===== config.mk =====
export PLATFORM = sky130hd
export DESIGN_NAME = cache
export DESIGN_NICKNAME = d
export VERILOG_FILES = /design/src/common/cache_pkg.sv /design/src/cache/cache_tag_array.sv /design/src/cache/cache_data_array.sv /design/src/cache/cache_ctrl.sv /design/src/cache/cache.sv
export VERILOG_INCLUDE_DIRS = /design/src /design/src/common
export SDC_FILE = /design/constraint.sdc
export NUM_CORES = 2
export LEC_CHECK = 0
export ABC_AREA = 1
export CAP_MARGIN = 30
export CORE_MARGIN = 1
export CORE_UTILIZATION = 45
export DETAILED_ROUTE_END_ITERATION = 10
export DONT_BUFFER_PORTS = 1
export PLACE_DENSITY = 0.56
export SETUP_SLACK_MARGIN = 0.3
export SLEW_MARGIN = 20
export SYNTH_ARGS = -nofsm -noshare
export SYNTH_HDL_FRONTEND = slang
export SYNTH_SLANG_ARGS = --single-unit

===== constraint.sdc =====
create_clock -name clk -period 15.85 [get_ports clk]
set_clock_uncertainty 0.2 [all_clocks]
set_input_delay 1.585 -clock clk [delete_from_list [all_inputs] [get_ports clk]]
set_output_delay 1.585 -clock clk [all_outputs]
set_load 0.005 [all_outputs]

===== src/common/cache_config.svh =====
`ifndef CACHE_CONFIG_SVH
`define CACHE_CONFIG_SVH

// cache geometry
`define CACHE_SETS 4
`define CACHE_WORDS 4

// backing store
`define MEM_LATENCY 4
`define MEM_LINES 64

`endif


===== src/common/cache_pkg.sv =====
package cache_pkg;

    // processor side, word addressed
    typedef struct packed {
        logic        read;
        logic        write;
        logic [29:0] addr;
        logic [31:0] wdata;
    } proc_req_t;

    // one cache line seen flat or as words
    typedef union packed {
        logic [127:0]         bits;
        logic [3:0][31:0]     words;
    } cache_line_u;

    // memory side, line addressed
    typedef struct packed {
        logic        read;
        logic        write;
        logic [27:0] addr;
        cache_line_u wdata;
    } mem_req_t;

    typedef struct packed {
        logic        valid;
        logic        dirty;
        logic [25:0] tag;
    } tag_entry_t;

endpackage


===== src/cache/cache_tag_array.sv =====
`include "cache_config.svh"

module cache_tag_array (
    input  logic        clk,
    input  logic        proc_reset,
    input  logic [1:0]  index,
    input  logic [25:0] addr_tag,
    input  logic        tag_we,
    input  logic        tag_way,
    input  logic        tag_dirty,
    input  logic        lru_touch,
    output logic        hit,
    output logic        hit_way,
    output logic        victim_way,
    output logic        victim_dirty,
    output logic [25:0] victim_tag
);

    cache_pkg::tag_entry_t tags [0:`CACHE_SETS-1][0:1];
    // lru bit names the way to replace next
    logic                  lru  [0:`CACHE_SETS-1];

    cache_pkg::tag_entry_t entry0;
    cache_pkg::tag_entry_t entry1;
    cache_pkg::tag_entry_t victim;
    logic                  hit0;
    logic                  hit1;

    assign entry0 = tags[index][0];
    assign entry1 = tags[index][1];

    assign hit0 = entry0.valid && (entry0.tag == addr_tag);
    assign hit1 = entry1.valid && (entry1.tag == addr_tag);
    assign hit = hit0 | hit1;
    assign hit_way = hit1;

    assign victim_way = lru[index];
    assign victim = tags[index][victim_way];
    // an invalid line never needs a write-back
    assign victim_dirty = victim.valid && victim.dirty;
    assign victim_tag = victim.tag;

    always_ff @(posedge clk) begin
        if (proc_reset) begin
            for (int s = 0; s < `CACHE_SETS; s++) begin
                lru[s] <= 1'b0;
                tags[s][0] <= '0;
                tags[s][1] <= '0;
            end
        end else begin
            if (tag_we) begin
                tags[index][tag_way].valid <= 1'b1;
                tags[index][tag_way].dirty <= tag_dirty;
                tags[index][tag_way].tag <= addr_tag;
            end
            if (lru_touch) begin
                lru[index] <= ~tag_way;
            end
        end
    end

    // fills always go to the victim, so one tag lives in one way only
    a_single_hit: assert property (
        @(posedge clk) disable iff (proc_reset)
        !(hit0 && hit1)
    ) else $error("both ways hit in set %0d", index);

endmodule


===== src/cache/cache_data_array.sv =====
`include "cache_config.svh"

module cache_data_array (
    input  logic                   clk,
    input  logic                   proc_reset,
    input  logic [1:0]             index,
    input  logic [1:0]             offset,
    input  logic                   way,
    input  logic                   data_we,
    input  logic                   fill_sel,
    input  logic [31:0]            wdata,
    input  logic                   write,
    input  cache_pkg::cache_line_u fill_line,
    output cache_pkg::cache_line_u line_out,
    output logic [31:0]            rdata
);

    cache_pkg::cache_line_u lines [0:`CACHE_SETS-1][0:1];
    cache_pkg::cache_line_u merged_line;

    assign line_out = lines[index][way];
    assign rdata = line_out.words[offset];

    // base line, then the processor word on top for writes
    always_comb begin
        merged_line = fill_sel ? fill_line : line_out;
        for (int w = 0; w < `CACHE_WORDS; w++) begin
            if (write && (offset == w)) begin
                merged_line.words[w] = wdata;
            end
        end
    end

    always_ff @(posedge clk) begin
        if (data_we) begin
            lines[index][way] <= merged_line;
        end
    end

    // request is held past the fill, so the next cycle reads the new line
    a_fill_visible: assert property (
        @(posedge clk) disable iff (proc_reset)
        (data_we && fill_sel) |=> (line_out == $past(merged_line))
    ) else $error("filled line not visible in set %0d", index);

endmodule


===== src/cache/cache_ctrl.sv =====
module cache_ctrl (
    input  logic                   clk,
    input  logic                   proc_reset,
    input  cache_pkg::proc_req_t   proc_req,
    input  logic                   hit,
    input  logic                   hit_way,
    input  logic                   victim_way,
    input  logic                   victim_dirty,
    input  logic [25:0]            victim_tag,
    input  cache_pkg::cache_line_u victim_line,
    input  logic                   mem_ready,
    output cache_pkg::mem_req_t    mem_req,
    output logic                   proc_stall,
    output logic                   tag_we,
    output logic                   tag_way,
    output logic                   tag_dirty,
    output logic                   lru_touch,
    output logic                   data_we,
    output logic                   data_way,
    output logic                   fill_sel
);

    typedef enum logic [1:0] {
        IDLE,
        MISS,
        WRITE_BACK,
        ALLOCATE
    } state_t;

    state_t state;
    state_t next_state;
    logic   request;

    assign request = proc_req.read | proc_req.write;

    always_ff @(posedge clk) begin
        if (proc_reset) begin
            state <= IDLE;
        end else begin
            state <= next_state;
        end
    end

    always_comb begin
        next_state = state;
        case (state)
            IDLE: begin
                if (request && !hit) begin
                    next_state = MISS;
                end
            end
            MISS: next_state = victim_dirty ? WRITE_BACK : ALLOCATE;
            WRITE_BACK: begin
                if (mem_ready) begin
                    next_state = ALLOCATE;
                end
            end
            ALLOCATE: begin
                if (mem_ready) begin
                    next_state = IDLE;
                end
            end
            default: next_state = IDLE;
        endcase
    end

    always_comb begin
        mem_req = '0;
        proc_stall = 1'b1;
        tag_we = 1'b0;
        tag_way = victim_way;
        tag_dirty = 1'b0;
        lru_touch = 1'b0;
        data_we = 1'b0;
        data_way = victim_way;
        fill_sel = 1'b0;
        case (state)
            IDLE: begin
                // hits finish here in one cycle
                proc_stall = request && !hit;
                tag_way = hit_way;
                data_way = hit_way;
                tag_we = proc_req.write && hit;
                tag_dirty = 1'b1;
                data_we = proc_req.write && hit;
                lru_touch = request && hit;
            end
            WRITE_BACK: begin
                mem_req.write = 1'b1;
                mem_req.addr = {victim_tag, proc_req.addr[3:2]};
                mem_req.wdata = victim_line;
            end
            ALLOCATE: begin
                mem_req.read = 1'b1;
                mem_req.addr = proc_req.addr[29:2];
                // fill and merge in one go when the line arrives
                tag_we = mem_ready;
                tag_dirty = proc_req.write;
                lru_touch = mem_ready;
                data_we = mem_ready;
                fill_sel = 1'b1;
            end
            default: begin
                mem_req = '0;
            end
        endcase
    end

    a_mem_req_legal: assert property (
        @(posedge clk) disable iff (proc_reset)
        !(mem_req.read && mem_req.write) &&
        ((state != IDLE) || !(mem_req.read || mem_req.write))
    ) else $error("illegal memory request in state %s", state.name());

endmodule


===== src/cache/cache.sv =====
module cache (
    input  logic                   clk,
    input  logic                   proc_reset,
    input  cache_pkg::proc_req_t   proc_req,
    output logic [31:0]            proc_rdata,
    output logic                   proc_stall,
    output cache_pkg::mem_req_t    mem_req,
    input  cache_pkg::cache_line_u mem_rdata,
    input  logic                   mem_ready
);

    // word address is tag | index | offset
    logic [25:0] addr_tag;
    logic [1:0]  addr_index;
    logic [1:0]  addr_offset;

    logic        hit;
    logic        hit_way;
    logic        victim_way;
    logic        victim_dirty;
    logic [25:0] victim_tag;

    logic        tag_we;
    logic        tag_way;
    logic        tag_dirty;
    logic        lru_touch;
    logic        data_we;
    logic        data_way;
    logic        fill_sel;

    cache_pkg::cache_line_u line_out;

    assign addr_tag = proc_req.addr[29:4];
    assign addr_index = proc_req.addr[3:2];
    assign addr_offset = proc_req.addr[1:0];

    cache_tag_array u_tag_array (
        .clk          (clk),
        .proc_reset   (proc_reset),
        .index        (addr_index),
        .addr_tag     (addr_tag),
        .tag_we       (tag_we),
        .tag_way      (tag_way),
        .tag_dirty    (tag_dirty),
        .lru_touch    (lru_touch),
        .hit          (hit),
        .hit_way      (hit_way),
        .victim_way   (victim_way),
        .victim_dirty (victim_dirty),
        .victim_tag   (victim_tag)
    );

    cache_data_array u_data_array (
        .clk        (clk),
        .proc_reset (proc_reset),
        .index      (addr_index),
        .offset     (addr_offset),
        .way        (data_way),
        .data_we    (data_we),
        .fill_sel   (fill_sel),
        .wdata      (proc_req.wdata),
        .write      (proc_req.write),
        .fill_line  (mem_rdata),
        .line_out   (line_out),
        .rdata      (proc_rdata)
    );

    // line_out is the victim outside IDLE, so it feeds the write-back
    cache_ctrl u_ctrl (
        .clk          (clk),
        .proc_reset   (proc_reset),
        .proc_req     (proc_req),
        .hit          (hit),
        .hit_way      (hit_way),
        .victim_way   (victim_way),
        .victim_dirty (victim_dirty),
        .victim_tag   (victim_tag),
        .victim_line  (line_out),
        .mem_ready    (mem_ready),
        .mem_req      (mem_req),
        .proc_stall   (proc_stall),
        .tag_we       (tag_we),
        .tag_way      (tag_way),
        .tag_dirty    (tag_dirty),
        .lru_touch    (lru_touch),
        .data_we      (data_we),
        .data_way     (data_way),
        .fill_sel     (fill_sel)
    );

endmodule


==> flow_summary.toml <==
[floorplanning]
io_pins = 386
die_h_um = 351
die_w_um = 351
core_sq_um = 120000
std_cell_rows = 127
initial_core_util_pct = 45.5
dieArea_sq_um = 123000

[global_routing]
grt_max_degree = 129
track_usage_pct = 31.3
grt.overflow.total = 0
grt_pass1_vias = 36200
antenna_found_initial = 16
grt_pass1_wl_um = 273000

[routing]
ant_nets = 0
drt-total-wl_um = 196000
drt-initial-drc-count = 4869
vias = 39600
drc = 0
dr.pass1.iters = 6
via_per_inst = 6.03
post_drt_wl_per_cell_um = 29.8

[pwr]
power-per-cell-area_nw_per_um2 = 138
ir_worst_vdd_v = 0.000121
leakage_nw = 21.9

[yosys]
synth.cell_area_sq_um = 54700
async_reset_ff_share_pct = 0
synth.top_cells.by_count = "nand2_1 (1734), edfxtp_1 (1244), nor2_1 (281)"
yosys.area_share.simple_pct = 19.2
yosys.area.top_type_share_pct = 68.3
syn-num-nets = 5172
syn_inst = 4972
synthMuxAreaShare_pct = 0
synth_ff_type = "edfxtp_1"
yosys.area.top_type = "edfxtp_1"
ys_ff_latch = 1254
netlist_top_cells_area = "edfxtp_1 (68%), nand2_1 (12%), a221oi_1 (4.1%)"
synth_fa_ha_area_share_pct = 0.114
synth_top_family_by_area = "simple AND/OR/NAND/NOR gates"
postSynthAreaPerCell_sq_um = 11.0
synthDistinctLibCells = 30
synth-edff-count = 1244
synth_compound_area_share_pct = 8.54
synth_xor_area_share_pct = 0
synth_seq_area_share_pct = 68.6
post-synth-top-count-cell = "nand2_1"
ys_warn_count = 0

[layout]
fillers = 10800
area_growth_pct = 10.4
drive_above_1_share_pct = 6.51
nNetsFinal = 5038
multiInputGateArea_sq_um = 15500
regArea_sq_um = 37600

[clock_network]
hold_buffers = 0
numCtsBuffers = 139
cts_resized = 0
clock_path_buffers = 3
cts.sinks = 1254
cts_setup_buffers = 0
tritoncts = "yes"
htree_levels = 4
cts_root_buffer = "clkbuf_16"
clk_latency_ns = 0.76
clk_pin_slew_ns = 0.06

[worst_setup_path]
end_kind = "output port"
crit_fanout = 93
cpMaxStageDelayCell = "nand2_8"
worstPathCellList = "inv_2 -> buf_4 -> nor2_4 -> buf_4 -> buf_4 -> a21oi_1 -> nand3_1 -> nand3_1 -> nor2_1 -> nand2_1 -> nor2_1 -> nand3_4 -> nand2_8 -> buf_4 -> nand2_1 -> nand3_1 -> nand4_1"
slowest_delay_ns = 0.82
cp-start-kind = "input port"
crit_top_cell = "buf_4"
crit_required_ns = 14.07
crit_type = "in2out"
worstPathArrival_ns = 7.41

[placement]
portBuffers = 0
place_congestion = 0.945
dp_hpwl_um = 120000

[status]
outcome = "completed"

[timing]
tns_ns = 0
finalHoldViolations = 0
fin_crit_ns = 9.19
period_share_pct = 58.0
drv_slew = 0
setup_viol = 0
fmax_mhz = 109
maxSlewHeadroom_pct = 23.7
hold_slack_ns = 0.259
worst_slew_pin_slew_ns = 1.14
rsz0062_at_grt = "no"

[flow_run]
cap_violations = 0

[min_path]
holdCritPathClass = "reg2reg"
## worst max-delay path: cells and delay by family
kind	cells	cell delay [ns]
buf+inv	5	2.36
compound gates	1	0.20
simple gates	11	3.03
## path summary, 6_finish.rpt
check                               start                       end  slack, ns  depth (start not counted)
hold / removal    u_tag_array.tags[1][27]   u_tag_array.tags[1][27]       0.26                          2
setup / recovery             proc_req[35]            proc_rdata[11]       6.66                         17
hold reg to reg   u_tag_array.tags[1][27]   u_tag_array.tags[1][27]       0.26                          2
setup reg to reg  u_tag_array.tags[2][11]  u_data_array.lines[1][1]       8.89                         18
## per-layer routing
metal  vias up  GRT usage, %  wire length [um]
met5         -             0                95
met4        16          14.6              9290
met3       313          7.53             18600
met2      1934          48.8             90500
met1     19800          41.3             77200
li1      17500             -                 -
## kinds of logic after synthesis
kind of cell / after synthesis
fa+ha+maj: 5
buf+inv: 480
flops: 1254
compound gates: 674
simple gates: 2559
## power breakdown
part           internal (mW)  switching [mW]
sequential              3.94          0.0136
clock                   1.68            1.33
combinational          0.257            1.11
## layout make-up
cell class,count,area share [%]
sequential,1254,62.2
multi-input combinational,3238,25.6
clock inverter,71,0.853
antenna,11,0.0456
tap,1612,3.34
timing repair buffer,74,1.10
inverter,131,0.884
clock buffer,176,6.02
## cell usage in the layout (no fill, tap or decap), types with 4 or more instances in the layout
cell type,Yosys,layout
nand2_1,1734,1733
edfxtp_1,1244,1244
nand3_1,277,277
nor2_1,281,270
a221oi_1,256,256
nor3_1,185,183
o21ai_0,178,176
clkbuf_16,0,140
inv_1,121,118
a21oi_1,81,81
buf_4,7,64
a22o_1,63,63
nand4_1,40,40
o21ai_1,43,39
clkinv_1,4,37
clkbuf_1,274,36
nor3_2,33,35
o22ai_1,26,26
clkinv_2,0,18
a22oi_1,15,15
nor2_4,0,12
o21bai_1,12,12
diode_2,0,11
dfxtp_1,10,10
inv_6,0,8
buf_12,0,6
inv_8,0,5
inv_2,6,5
o21ai_2,0,4
ha_1,5,4
## registers in the layout, summed over array words and instances, names as in the netlist
name and flops:
u_data_array.lines 1024, u_tag_array.tags 224, u_tag_array.lru 4, u_ctrl.state 2
## stage by stage
stage          utilization, %  power, mW  cell area [sq um]  cells  setup slack, ns
2_1_floorplan               -       4.81              54700   4972             6.42
3_3_place_gp             46.7       5.34              56100   6304             6.27
3_5_place_dp             46.7       5.36              56200   6307             6.18
4_1_cts                  50.2       8.33              60300   6554             6.70
5_1_grt                  50.2       8.58              60400   6563             6.42
6_report                 50.2       8.33              60400   6567             6.66
(Power assumes the default switching activity.)
